`config.mk`:
```
export PLATFORM = sky130hd
export DESIGN_NAME = sa_top
export DESIGN_NICKNAME = d
export VERILOG_FILES = /design/src/rtl/sa_pkg.sv /design/src/rtl/pe_border.sv /design/src/rtl/pe_inner.sv /design/src/rtl/pe_array.sv /design/src/rtl/array_ctrl.sv /design/src/rtl/sa_top.sv
export SDC_FILE = /design/constraint.sdc
export NUM_CORES = 2
export LEC_CHECK = 0
export BUFFER_PORTS_ARGS = -buffer_cell sky130_fd_sc_hd__buf_2
export CAP_MARGIN = 20
export CORE_MARGIN = 2
export CORE_UTILIZATION = 52
export CTS_BUF_LIST = sky130_fd_sc_hd__clkbuf_8
export CTS_CLUSTER_SIZE = 8
export DETAILED_ROUTE_END_ITERATION = 10
export PLACE_DENSITY_LB_ADDON = 0.3
export SLEW_MARGIN = 10
export SYNTH_ARGS = -nofsm -noshare
export SYNTH_HDL_FRONTEND = slang
export SYNTH_SLANG_ARGS = --single-unit
```
`constraint.sdc`:
```
create_clock -name clk_i -period 10.7 [get_ports clk_i]
set_input_delay 0.535 -clock clk_i [delete_from_list [all_inputs] [get_ports clk_i]]
set_output_delay 0.535 -clock clk_i [all_outputs]
set_load 0.02 [all_outputs]
```
`src/rtl/sa_pkg.sv`:
```
package sa_pkg;

    localparam int IWIDTH = 8;
    localparam int OWIDTH = 24; // Covers up to 256 rows of full-scale products.

    typedef logic signed [IWIDTH-1:0] act_t;
    typedef logic signed [IWIDTH-1:0] wgt_t;
    typedef logic signed [OWIDTH-1:0] acc_t;

    // Travels along a row together with the serial activation bit.
    typedef struct packed {
        logic bit_vld;
        logic first; // Set on the sign bit.
        logic dbit;
    } row_ctrl_t;

    // One MSB-first step of the bit-serial multiply.
    // The sign bit carries a negative weight in two's complement, so the
    // first step starts from the negated weight.
    function automatic acc_t mac_step(acc_t prod, wgt_t wgt, row_ctrl_t row);
        acc_t addend;
        addend = row.dbit ? acc_t'(wgt) : '0;
        if (row.first) begin
            mac_step = -addend;
        end else begin
            mac_step = (prod <<< 1) + addend;
        end
    endfunction

endpackage

```
`src/rtl/pe_border.sv`:
```
module pe_border (
    input  logic              clk_i,
    input  logic              arst_n_i,

    input  logic              act_ld_i,
    input  sa_pkg::act_t      act_i,
    output sa_pkg::row_ctrl_t row_o,

    input  logic              wgt_en_i,
    input  sa_pkg::wgt_t      wgt_i,
    output logic              wgt_en_o,
    output sa_pkg::wgt_t      wgt_o,

    input  logic              drain_en_i,
    input  sa_pkg::acc_t      sum_i,
    output logic              drain_en_o,
    output sa_pkg::acc_t      sum_o
);

    localparam int CNT_W = $clog2(sa_pkg::IWIDTH);

    typedef logic [CNT_W-1:0] bit_cnt_t;

    sa_pkg::act_t      shreg_q;
    bit_cnt_t          bit_cnt_q;
    sa_pkg::row_ctrl_t row_q;
    sa_pkg::wgt_t      wgt_q;
    sa_pkg::acc_t      prod_q;

    assign row_o = row_q;

    // The sign bit goes out in the cycle after the load, the rest follow back to back.
    always_ff @(posedge clk_i or negedge arst_n_i) begin
        if (!arst_n_i) begin
            row_q     <= '0;
            bit_cnt_q <= '0;
        end else if (act_ld_i) begin
            row_q     <= '{bit_vld: 1'b1, first: 1'b1, dbit: act_i[sa_pkg::IWIDTH-1]};
            bit_cnt_q <= bit_cnt_t'(sa_pkg::IWIDTH - 1);
        end else if (bit_cnt_q != '0) begin
            row_q     <= '{bit_vld: 1'b1, first: 1'b0, dbit: shreg_q[sa_pkg::IWIDTH-1]};
            bit_cnt_q <= bit_cnt_q - 1'b1;
        end else begin
            row_q     <= '0;
        end
    end

    always_ff @(posedge clk_i) begin
        if (act_ld_i) begin
            shreg_q <= act_i << 1; // MSB already sent.
        end else if (bit_cnt_q != '0) begin
            shreg_q <= shreg_q << 1;
        end
    end

    // The border PE multiplies with the same stream it hands to column 1.
    always_ff @(posedge clk_i) begin
        if (row_q.bit_vld) begin
            prod_q <= sa_pkg::mac_step(prod_q, wgt_q, row_q);
        end
    end

    always_ff @(posedge clk_i or negedge arst_n_i) begin
        if (!arst_n_i) begin
            wgt_en_o   <= 1'b0;
            drain_en_o <= 1'b0;
        end else begin
            wgt_en_o   <= wgt_en_i;
            drain_en_o <= drain_en_i;
        end
    end

    always_ff @(posedge clk_i) begin
        if (wgt_en_i) begin
            wgt_q <= wgt_i;
            wgt_o <= wgt_q; // Previous weight moves one row down.
        end
        if (drain_en_i) begin
            sum_o <= sum_i + prod_q;
        end
    end

endmodule

```
`src/rtl/pe_inner.sv`:
```
module pe_inner (
    input  logic              clk_i,
    input  logic              arst_n_i,

    input  sa_pkg::row_ctrl_t row_i,
    output sa_pkg::row_ctrl_t row_o,

    input  logic              wgt_en_i,
    input  sa_pkg::wgt_t      wgt_i,
    output logic              wgt_en_o,
    output sa_pkg::wgt_t      wgt_o,

    input  logic              drain_en_i,
    input  sa_pkg::acc_t      sum_i,
    output logic              drain_en_o,
    output sa_pkg::acc_t      sum_o
);

    sa_pkg::row_ctrl_t row_q;
    sa_pkg::wgt_t      wgt_q;
    sa_pkg::acc_t      prod_q;

    assign row_o = row_q;

    always_ff @(posedge clk_i or negedge arst_n_i) begin
        if (!arst_n_i) begin
            row_q      <= '0;
            wgt_en_o   <= 1'b0;
            drain_en_o <= 1'b0;
        end else begin
            row_q      <= row_i;
            wgt_en_o   <= wgt_en_i;
            drain_en_o <= drain_en_i;
        end
    end

    // Product follows the registered copy of the stream.
    always_ff @(posedge clk_i) begin
        if (row_q.bit_vld) begin
            prod_q <= sa_pkg::mac_step(prod_q, wgt_q, row_q);
        end
    end

    always_ff @(posedge clk_i) begin
        if (wgt_en_i) begin
            wgt_q <= wgt_i;
            wgt_o <= wgt_q;
        end
        // Add this row's product and pass the sum up toward row 0.
        if (drain_en_i) begin
            sum_o <= sum_i + prod_q;
        end
    end

endmodule

```
`src/rtl/pe_array.sv`:
```
module pe_array #(
    parameter int HEIGHT = 4,
    parameter int WIDTH  = 4
) (
    input  logic                      clk_i,
    input  logic                      arst_n_i,
    input  logic [HEIGHT-1:0]         act_ld_i,
    input  sa_pkg::act_t [HEIGHT-1:0] act_vec_i,
    input  logic [WIDTH-1:0]          wgt_en_i,
    input  sa_pkg::wgt_t [WIDTH-1:0]  wgt_row_i,
    input  logic [WIDTH-1:0]          drain_en_i,
    output sa_pkg::acc_t [WIDTH-1:0]  col_sum_o
);

    // Row stream taken at the output of each PE.
    sa_pkg::row_ctrl_t row_x [HEIGHT][WIDTH];

    // In the column chains index h is the input of row h and index HEIGHT lies below the array.
    sa_pkg::wgt_t wgt_x [WIDTH][HEIGHT+1];
    logic         wen_x [WIDTH][HEIGHT+1];
    sa_pkg::acc_t sum_x [WIDTH][HEIGHT+1];
    logic         den_x [WIDTH][HEIGHT+1];

    for (genvar w = 0; w < WIDTH; w++) begin : g_col
        assign wgt_x[w][0]      = wgt_row_i[w];
        assign wen_x[w][0]      = wgt_en_i[w];
        assign sum_x[w][HEIGHT] = '0;
        assign den_x[w][HEIGHT] = drain_en_i[w];
        assign col_sum_o[w]     = sum_x[w][0];
    end

    for (genvar h = 0; h < HEIGHT; h++) begin : g_row
        pe_border u_pe_border (
            .clk_i      (clk_i),
            .arst_n_i   (arst_n_i),
            .act_ld_i   (act_ld_i[h]),
            .act_i      (act_vec_i[h]),
            .row_o      (row_x[h][0]),
            .wgt_en_i   (wen_x[0][h]),
            .wgt_i      (wgt_x[0][h]),
            .wgt_en_o   (wen_x[0][h+1]),
            .wgt_o      (wgt_x[0][h+1]),
            .drain_en_i (den_x[0][h+1]),
            .sum_i      (sum_x[0][h+1]),
            .drain_en_o (den_x[0][h]),
            .sum_o      (sum_x[0][h])
        );

        for (genvar w = 1; w < WIDTH; w++) begin : g_pe
            pe_inner u_pe_inner (
                .clk_i      (clk_i),
                .arst_n_i   (arst_n_i),
                .row_i      (row_x[h][w-1]),
                .row_o      (row_x[h][w]),
                .wgt_en_i   (wen_x[w][h]),
                .wgt_i      (wgt_x[w][h]),
                .wgt_en_o   (wen_x[w][h+1]),
                .wgt_o      (wgt_x[w][h+1]),
                .drain_en_i (den_x[w][h+1]),
                .sum_i      (sum_x[w][h+1]),
                .drain_en_o (den_x[w][h]),
                .sum_o      (sum_x[w][h])
            );
        end
    end

endmodule

```
`src/rtl/array_ctrl.sv`:
```
module array_ctrl #(
    parameter int HEIGHT = 4,
    parameter int WIDTH  = 4
) (
    input  logic                      clk_i,
    input  logic                      arst_n_i,

    input  logic                      wgt_req_i,
    input  sa_pkg::wgt_t [WIDTH-1:0]  wgt_row_i,
    output logic                      wgt_ack_o,

    input  logic                      ifm_req_i,
    input  sa_pkg::act_t [HEIGHT-1:0] ifm_vec_i,
    output logic                      ifm_ack_o,

    output logic                      res_req_o,
    output sa_pkg::acc_t [WIDTH-1:0]  res_vec_o,
    input  logic                      res_ack_i,

    output logic [HEIGHT-1:0]         act_ld_o,
    output sa_pkg::act_t [HEIGHT-1:0] act_vec_o,
    output logic [WIDTH-1:0]          wgt_en_o,
    output sa_pkg::wgt_t [WIDTH-1:0]  wgt_row_o,
    output logic [WIDTH-1:0]          drain_en_o,
    input  sa_pkg::acc_t [WIDTH-1:0]  col_sum_i
);

    localparam int CNT_W = $clog2(sa_pkg::IWIDTH + WIDTH + HEIGHT + 1);
    localparam int ROW_W = $clog2(HEIGHT + 1);

    typedef logic [CNT_W-1:0] cnt_t;
    typedef logic [ROW_W-1:0] rows_t;

    typedef enum logic [3:0] {
        IDLE,
        LOAD_W,
        WAIT_W,
        ACK_W,
        COMPUTE,
        DRAIN,
        RESULT,
        ACK_V,
        ACK_R
    } state_e;

    state_e state_q;
    cnt_t   cnt_q;
    rows_t  rows_q;
    logic   loaded;
    logic   wgt_start;
    logic   ifm_start;
    logic   res_take;

    assign loaded    = (rows_q == rows_t'(HEIGHT));
    assign wgt_start = (state_q == IDLE) && wgt_req_i;
    assign ifm_start = (state_q == IDLE) && !wgt_req_i && ifm_req_i && loaded;
    assign res_take  = (state_q == DRAIN) && (cnt_q == cnt_t'(HEIGHT));

    always_ff @(posedge clk_i or negedge arst_n_i) begin
        if (!arst_n_i) begin
            state_q    <= IDLE;
            cnt_q      <= '0;
            rows_q     <= '0;
            wgt_ack_o  <= 1'b0;
            ifm_ack_o  <= 1'b0;
            res_req_o  <= 1'b0;
            act_ld_o   <= '0;
            wgt_en_o   <= '0;
            drain_en_o <= '0;
        end else begin
            act_ld_o   <= '0;
            wgt_en_o   <= '0;
            drain_en_o <= '0;
            cnt_q      <= cnt_q + 1'b1;

            // The vector handshake closes on its own while the array computes.
            if (ifm_ack_o && !ifm_req_i) begin
                ifm_ack_o <= 1'b0;
            end

            case (state_q)
                IDLE: begin
                    cnt_q <= '0;
                    if (wgt_start) begin
                        wgt_en_o <= '1;
                        if (loaded) begin
                            rows_q <= '0; // A full matrix is in place, so this starts a new one.
                        end
                        state_q <= LOAD_W;
                    end else if (ifm_start) begin
                        act_ld_o  <= '1;
                        ifm_ack_o <= 1'b1;
                        state_q   <= COMPUTE;
                    end
                end
                LOAD_W: begin
                    state_q <= WAIT_W;
                end
                WAIT_W: begin
                    if (cnt_q == cnt_t'(HEIGHT - 1)) begin
                        wgt_ack_o <= 1'b1;
                        rows_q    <= rows_q + 1'b1;
                        state_q   <= ACK_W;
                    end
                end
                ACK_W: begin
                    if (!wgt_req_i) begin
                        wgt_ack_o <= 1'b0;
                        state_q   <= IDLE;
                    end
                end
                COMPUTE: begin
                    // Wait until the last bit has passed the last column.
                    if (cnt_q == cnt_t'(sa_pkg::IWIDTH + WIDTH - 1)) begin
                        drain_en_o <= '1;
                        cnt_q      <= '0;
                        state_q    <= DRAIN;
                    end
                end
                DRAIN: begin
                    if (res_take) begin
                        res_req_o <= 1'b1;
                        state_q   <= RESULT;
                    end
                end
                RESULT: begin
                    if (res_ack_i) begin
                        res_req_o <= 1'b0;
                        state_q   <= ACK_R;
                    end
                end
                ACK_R: begin
                    if (!res_ack_i) begin
                        state_q <= ACK_V;
                    end
                end
                ACK_V: begin
                    if (!ifm_ack_o) begin
                        state_q <= IDLE;
                    end
                end
                default: begin
                    state_q <= IDLE;
                end
            endcase
        end
    end

    always_ff @(posedge clk_i) begin
        if (wgt_start) begin
            wgt_row_o <= wgt_row_i;
        end
        if (ifm_start) begin
            act_vec_o <= ifm_vec_i;
        end
        if (res_take) begin
            res_vec_o <= col_sum_i; // Held until the next vector drains.
        end
    end

endmodule

```
`src/rtl/sa_top.sv`:
```
module sa_top #(
    parameter int HEIGHT = 4,
    parameter int WIDTH  = 4
) (
    input  logic                      clk_i,
    input  logic                      arst_n_i,

    input  logic                      wgt_req_i,
    input  sa_pkg::wgt_t [WIDTH-1:0]  wgt_row_i,
    output logic                      wgt_ack_o,

    input  logic                      ifm_req_i,
    input  sa_pkg::act_t [HEIGHT-1:0] ifm_vec_i,
    output logic                      ifm_ack_o,

    output logic                      res_req_o,
    output sa_pkg::acc_t [WIDTH-1:0]  res_vec_o,
    input  logic                      res_ack_i
);

    logic [HEIGHT-1:0]         act_ld;
    sa_pkg::act_t [HEIGHT-1:0] act_vec;
    logic [WIDTH-1:0]          wgt_en;
    sa_pkg::wgt_t [WIDTH-1:0]  wgt_row;
    logic [WIDTH-1:0]          drain_en;
    sa_pkg::acc_t [WIDTH-1:0]  col_sum;

    array_ctrl #(
        .HEIGHT (HEIGHT),
        .WIDTH  (WIDTH)
    ) u_array_ctrl (
        .clk_i      (clk_i),
        .arst_n_i   (arst_n_i),
        .wgt_req_i  (wgt_req_i),
        .wgt_row_i  (wgt_row_i),
        .wgt_ack_o  (wgt_ack_o),
        .ifm_req_i  (ifm_req_i),
        .ifm_vec_i  (ifm_vec_i),
        .ifm_ack_o  (ifm_ack_o),
        .res_req_o  (res_req_o),
        .res_vec_o  (res_vec_o),
        .res_ack_i  (res_ack_i),
        .act_ld_o   (act_ld),
        .act_vec_o  (act_vec),
        .wgt_en_o   (wgt_en),
        .wgt_row_o  (wgt_row),
        .drain_en_o (drain_en),
        .col_sum_i  (col_sum)
    );

    pe_array #(
        .HEIGHT (HEIGHT),
        .WIDTH  (WIDTH)
    ) u_pe_array (
        .clk_i      (clk_i),
        .arst_n_i   (arst_n_i),
        .act_ld_i   (act_ld),
        .act_vec_i  (act_vec),
        .wgt_en_i   (wgt_en),
        .wgt_row_i  (wgt_row),
        .drain_en_i (drain_en),
        .col_sum_o  (col_sum)
    );

endmodule

```
* Yosys cells after proc, flatten, opt, wreduce, memory -nomap -nowiden
Cells that the tools add are included.
** Operators by class
- Add/subtract/negate cells :: 50
- Equality and inequality tests :: 22
- Muxes and demuxes :: 89
- Reduce and logical (&&, ||, !) cells :: 24
** Operators by type and width (number)
- $mux 24 :: 32
- $add 24x24->24 :: 28
- $neg 24->24 :: 16
- $mux 4 :: 16
- $mux 8 :: 8
- $mux 3 :: 19
- $pmux 4 s9 :: 1
- $eq 4x3->1 const B :: 4
- $reduce_bool 2->1 :: 7
- $reduce_bool 3->1 :: 4
- $sub 3x1->3 const B :: 4
- $ne 2x1->1 const B :: 5
- $pmux 5 s2 :: 1
- $eq 4x2->1 const B :: 2
- $mux 1 :: 8
- $ne 2x2->1 const B :: 4
- $reduce_and 8->1 :: 1
- $logic_and 1x1->1 :: 6
- $pmux 3 s2 :: 1
- $reduce_and 3->1 :: 2
- $add 5x1->5 const B :: 1
- $eq 5x2->1 const B :: 1
- $eq 5x3->1 const B :: 1
- $eq 5x4->1 const B :: 1
- 10 further kinds :: 12
** Storage, ports and cells
- Bits in registers :: 1291
- Output and inout port bits :: 99
- Word-level logic and storage cells :: 346

* Longest topological paths before layout
- Depth after elaboration :: 7
- Mapped depth :: 15

* Cells and area by module
A second synthesis with hierarchy kept.
** Second synthesis, totals
- Cell total of the unflattened synthesis :: 8130
- Area, all modules :: 84697.5 um^2
** Modules (own cells, without submodules)
- pe_inner (u_pe_array.g_row[0].g_pe[1].u_pe_inner ...) :: instances 8, cells each 485, area an instance 4810.9 um^2
- pe_inner (u_pe_array.g_row[2].g_pe[3].u_pe_inner ...) :: instances 3, cells each 477, area an instance 4854.7 um^2
- pe_border (u_pe_array.g_row[0].u_pe_border ...) :: instances 2, cells each 524, area an instance 5242.5 um^2
- array_ctrl :: instances 1, cells each 277, area an instance 5871.9 um^2
- pe_border (u_pe_array.g_row[2].u_pe_border) :: instances 1, cells each 520, area an instance 5350.1 um^2
- pe_border (u_pe_array.g_row[3].u_pe_border) :: instances 1, cells each 496, area an instance 5152.4 um^2
- pe_inner (u_pe_array.g_row[3].g_pe[3].u_pe_inner) :: instances 1, cells each 477, area an instance 4783.3 um^2
- pe_array :: instances 1, cells each 1, area an instance 3.8 um^2

* Least setup slack after synthesis
Ideal clock, no wire load.
- Path type :: flip-flop to flip-flop
- Start :: register u_array_ctrl.cnt_q[0]
- End :: register u_array_ctrl.res_vec_o[0] in the netlist's numbering, enable pin
- Arrival :: 7553 ps
- Data required time :: 10032 ps
- Setup slack :: 2479 ps
- Cell stages (with the launch flop) :: 6
- Period minus slack after synthesis :: 8221 ps
- Cells stage by stage :: dfrtp_1 inv_1 ha_1 nand2_1 or4_1 nor3_1
** Between the ends
- Cells in the longest elaborated chain, start to end :: 2
** RTL lines
- from (decl) :: line array_ctrl.sv:47 : cnt_t cnt_q;
- from (signal assigned) :: line array_ctrl.sv:74 : cnt_q <= cnt_q + 1'b1;
- $eq 5x3->1 :: line array_ctrl.sv:57 : assign res_take = (state_q == DRAIN) && (cnt_q == cnt_t'(HEIGHT));
- $logic_and 1x1->1 :: line array_ctrl.sv:57
- via u_array_ctrl.res_take :: line array_ctrl.sv:52 : logic res_take;
- to (signal assigned) :: line array_ctrl.sv:157 : res_vec_o <= col_sum_i;
- to (decl) :: line array_ctrl.sv:17 : output sa_pkg::acc_t [WIDTH-1:0] res_vec_o,
The timed path passes the listed nets, and every way through them passes these cells.
A chain may end at the register's enable or synchronous reset.

* Worst setup path in the final report
- Start :: register u_pe_array.g_row[2].g_pe[3].u_pe_inner.row_q, in the netlist u_pe_array.g_row[2].g_pe[3].u_pe_inner.row_o[0]
- End :: register u_pe_array.g_row[2].g_pe[3].u_pe_inner.prod_q[23], data pin
** Between the ends
- Cells in the longest elaborated chain, start to end :: 3
** RTL lines
- from (decl) :: line pe_inner.sv:19 : sa_pkg::row_ctrl_t row_q;
- from (signal assigned) :: line pe_inner.sv:31 : row_q <= row_i;
- $mux 24 (*) :: line sa_pkg.sv:22 : addend = row.dbit ? acc_t'(wgt) : '0;
- $add 24x24->24 / $neg 24->24 (equally long branches) :: line sa_pkg.sv:26, sa_pkg.sv:24
- $mux 24 (*) :: line sa_pkg.sv:23 : if (row.first) begin
- to (signal assigned) :: line pe_inner.sv:40 : prod_q <= sa_pkg::mac_step(prod_q, wgt_q, row_q);
- to (decl) :: line pe_inner.sv:21 : sa_pkg::acc_t prod_q;
Mark *: on every way between the ends. The rest lies on a longest branch, timed or not.

==> flow_metrics.tcl <==
set metrics [dict create \
    gp_congestion 0.910 \
    track_usage 0.254 \
    cp_common_cell "nor2_1" \
    viasPerCell 6.14 \
    tightest_slew_ns 1.05 \
    crit_type "flip-flop to flip-flop" \
    synth_flop_cell "edfxtp_1" \
    p_leak_nw 30.8 \
    cts_tree "yes" \
    grt_pass1_wl_um 308000 \
    synth.avg_cell_area_sq_um 10.4 \
    clock_latency_ns 0.97 \
    tns_ns 0 \
    fin_crit_sh 0.418 \
    ys_seq_area_frac 0.488 \
    drc 0 \
    die_area_sq_um 150000 \
    grt_antenna_before_repair 8 \
    yosysUniqueCellTypes 108 \
    ys_ff_latch 1252 \
    htreeDepth 4 \
    synth_nets 7826 \
    grt_setup_unrepaired "no" \
    clockPowerShare 0.180 \
    start_util 0.524 \
    synthCells 7361 \
    firstDrtPassIters 6 \
    die_y_um 387 \
    postCtsSetupRepairBufs 0 \
    coreArea_sq_um 146000 \
    final_cells 9577 \
    grt.overflow.total 0 \
    synth_edf_count 1180 \
    max_cap_violations 0 \
    yosys_warnings 0 \
    outcome "finished clean" \
    fmax_ghz 0.223 \
    crit_fanout 28 \
    grt_max_degree 100 \
    drv_slew 0 \
    antenna_left 0 \
    fin_crit_ns 4.48 \
    cts_max_path_buffers 3 \
    clock_skew_ns 0.0553 \
    drt-total-wl_um 195000 \
    powerDensity_nw_per_um2 296 \
    post_drt_wl_per_cell_um 20.3 \
    n_fill_cell 12200 \
    endpoint_kind "flip-flop" \
    crit_slowest_cell "clkinv_1" \
    cts-root-buf "clkbuf_8" \
    swShare 0.411 \
    synth_area_sq_um 76300 \
    p_int_mw 14.6 \
    crit_required_ns 11.39 \
    drive_gt1_frac 0.0891 \
    hpwl_um 136000 \
    vias 58800 \
    cp_slowest_stage_delay_ns 0.94 \
    syn2layout_area_growth_pct 9.55 \
    critPathArrivalTime_ns 5.16 \
    row_count 140 \
    numPortBuffers 167 \
    async_reset_ff_frac 0.0575 \
    holdWs_ns 0.134 \
    finalPower_mw 24.7 \
    pin_count 168 \
    p_switching_mw 10.2 \
    worstSetupStartpointType "flip-flop" \
    cp_cell_sequence "and2_1 -> clkinv_1 -> nor2_1 -> nand2_1 -> nor2_1 -> o21ai_0 -> a2111oi_1 -> nor3b_1 -> o31a_1 -> a211o_1" \
    p_seq_frac 0.397 \
    grt_pass1_vias 56200 \
    crit_buf_inv 1 \
    cts_buffers 214 \
    dpl.cell_count 9103 \
    power_frac_comb 0.423 \
    cp_top_family "simple AND/OR/NAND/NOR gates" \
    ir_drop_mv 0.161 \
    clk_pin_slew_ns 0.07 \
    finalNetCount 7940 \
    utilization 0.574 \
    setup_viol 0 \
    holdCritPathClass "input port to asynchronous set/reset pin" \
    fp.dieW_um 387 \
    finalHoldViolCount 0 \
    clock_sinks 1252 \
    drtIter0Drc 5099 \
    slew-limit-headroom 0.280 \
]
==> worst register-to-register path, cell delays in order, from the launching register on <==
cell and delay (ns):
dfrtp_1 0.67, and2_1 0.75, clkinv_1 0.94, nor2_1 0.37
nand2_1 0.14, nor2_1 0.18, o21ai_0 0.20, a2111oi_1 0.51
nor3b_1 0.10, o31a_1 0.13, a211o_1 0.24
==> power by group through the flow <==
stage          Sequential, mW  Combinational (mW)  Clock, mW
2_1_floorplan            8.74                8.64          0
3_3_place_gp             9.88                9.96          0
3_5_place_dp             9.89                10.3          0
4_1_cts                  9.80                10.4       4.55
5_1_grt                  10.0                11.7       4.76
6_report                 9.82                10.5       4.45
==> what timing repair did <==
action                    CTS  global route
hold endpoints to repair  108             0
hold buffers               68             0
gates resized for setup     0             0
==> sequential cells by signal, indices dropped and copies added, names as in the netlist, 4 cells and up <==
name	count
u_pe_array.g_row.u_pe_border.prod_q	96
u_pe_array.g_row.u_pe_border.shreg_q	28
u_pe_array.g_row.g_pe.u_pe_inner.sum_o	288
u_pe_array.g_row.g_pe.u_pe_inner.prod_q	288
u_pe_array.g_row.g_pe.u_pe_inner.wgt_o	72
u_array_ctrl.cnt_q	5
u_array_ctrl.state_q	4
u_pe_array.g_row.u_pe_border.sum_o	96
u_pe_array.g_row.u_pe_border.row_o	9
u_pe_array.g_row.u_pe_border.bit_cnt_q	12
u_pe_array.g_row.g_pe.u_pe_inner.row_o	27
u_array_ctrl.act_vec_o	32
u_array_ctrl.res_vec_o	96
u_pe_array.g_row.u_pe_border.wgt_q	32
u_pe_array.g_row.g_pe.u_pe_inner.wgt_q	96
u_pe_array.g_row.u_pe_border.wgt_o	24
u_array_ctrl.wgt_row_o	32
==> per-layer routing <==
layer  global-route usage  vias up  routed length [um]
met3               0.0389      324               13600
met2                0.414     2107               91500
li1                     -    28000                   -
met5                    0        -                  13
met4               0.0752        2                4700
met1                0.351    28400               85000
==> final cells by class <==
cell class                 count  area (sq um)  area share
inverter                     229           860      0.0103
clock inverter               171          1260      0.0151
clock buffer                 226          3110      0.0372
tap                         1917          2400      0.0287
multi-input combinational   5494         36700       0.439
timing repair buffer         284          1980      0.0237
sequential                  1252         37300       0.446
antenna                        4          10.0    0.000120
==> cell families after synthesis <==
group                      share of synthesized area
adders and majority gates                     0.0686
AOI/OAI and AO/OA                              0.163
xor gates and xnor gates                      0.0782
and+or+nand+nor                                0.151
buffers and inverters                         0.0313
DFF                                            0.488
muxes                                         0.0198
==> worst paths after layout <==
check                                                                start                                           endpoint  slack, ns  cells after the start
min reg2reg                u_pe_array.g_row[2].g_pe[1].u_pe_inner.row_o[2]    u_pe_array.g_row[2].g_pe[2].u_pe_inner.row_o[2]       0.38                      0
max reg2reg                u_pe_array.g_row[2].g_pe[3].u_pe_inner.row_o[0]  u_pe_array.g_row[2].g_pe[3].u_pe_inner.prod_q[23]       6.22                     10
max                        u_pe_array.g_row[2].g_pe[3].u_pe_inner.row_o[0]  u_pe_array.g_row[2].g_pe[3].u_pe_inner.prod_q[23]       6.22                     10
min in group clk_i                                           ifm_vec_i[19]                         u_array_ctrl.act_vec_o[19]       0.28                      2
min                                                               arst_n_i       u_pe_array.g_row[3].u_pe_border.bit_cnt_q[1]       0.13                      2
max in group asynchronous                                         arst_n_i    u_pe_array.g_row[0].g_pe[3].u_pe_inner.row_o[1]       9.45                      3
==> cells in the mapped netlist (18+ instances only) <==
library cell	instances	area share
edfxtp_1	1180	0.46
nand2_1	559	0.028
nor2_1	531	0.026
o21ai_0	508	0.033
xnor2_1	490	0.056
a21oi_1	447	0.029
ha_1	384	0.063
clkbuf_1	317	0.016
nand3_1	297	0.019
inv_1	221	0.011
nor3_1	204	0.013
xor2_1	191	0.022
a21o_1	159	0.016
and3_1	107	0.0088
a31oi_1	105	0.0086
nand4_1	98	0.0080
and2_1	92	0.0075
mux2i_1	81	0.011
nor4_1	75	0.0062
dfrtp_1	72	0.024
o22ai_1	69	0.0057
or3_1	68	0.0056
o21bai_1	63	0.0062
nand2b_1	62	0.0051
mux2_2	61	0.0090
o31ai_1	56	0.0055
o21a_1	55	0.0054
or2_2	45	0.0037
nor2b_1	43	0.0035
or4_1	43	0.0042
o2111ai_1	38	0.0044
o211ai_1	37	0.0036
a211oi_1	35	0.0034
buf_2	33	0.0022
buf_1	30	0.0015
nor3b_1	28	0.0028
nand3b_1	22	0.0022
o41ai_1	20	0.0023
a221oi_1	19	0.0022
and4_1	19	0.0022
o31a_1	18	0.0021
==> cell usage in the layout (no fill, tap or decap), types with 166 or more instances in the layout <==
master,netlist,layout
nor3_1,204,202
xnor2_1,490,490
nor2_1,531,531
ha_1,384,384
buf_2,33,166
edfxtp_1,1180,1180
o21ai_0,508,508
xor2_1,191,191
nand2_1,559,559
a21oi_1,447,447
inv_1,221,287
nand3_1,297,297
clkbuf_8,0,226
==> through the flow <==
step | cell area, sq um | setup WS, ns
final | 83600 | 6.22
after global routing | 83500 | 5.87
after CTS | 83400 | 6.35
after floorplan | 76300 | 2.48
after detailed placement | 78400 | 6.36
after global placement | 78400 | 6.44
No activity file was read; power rests on OpenSTA's default activity.
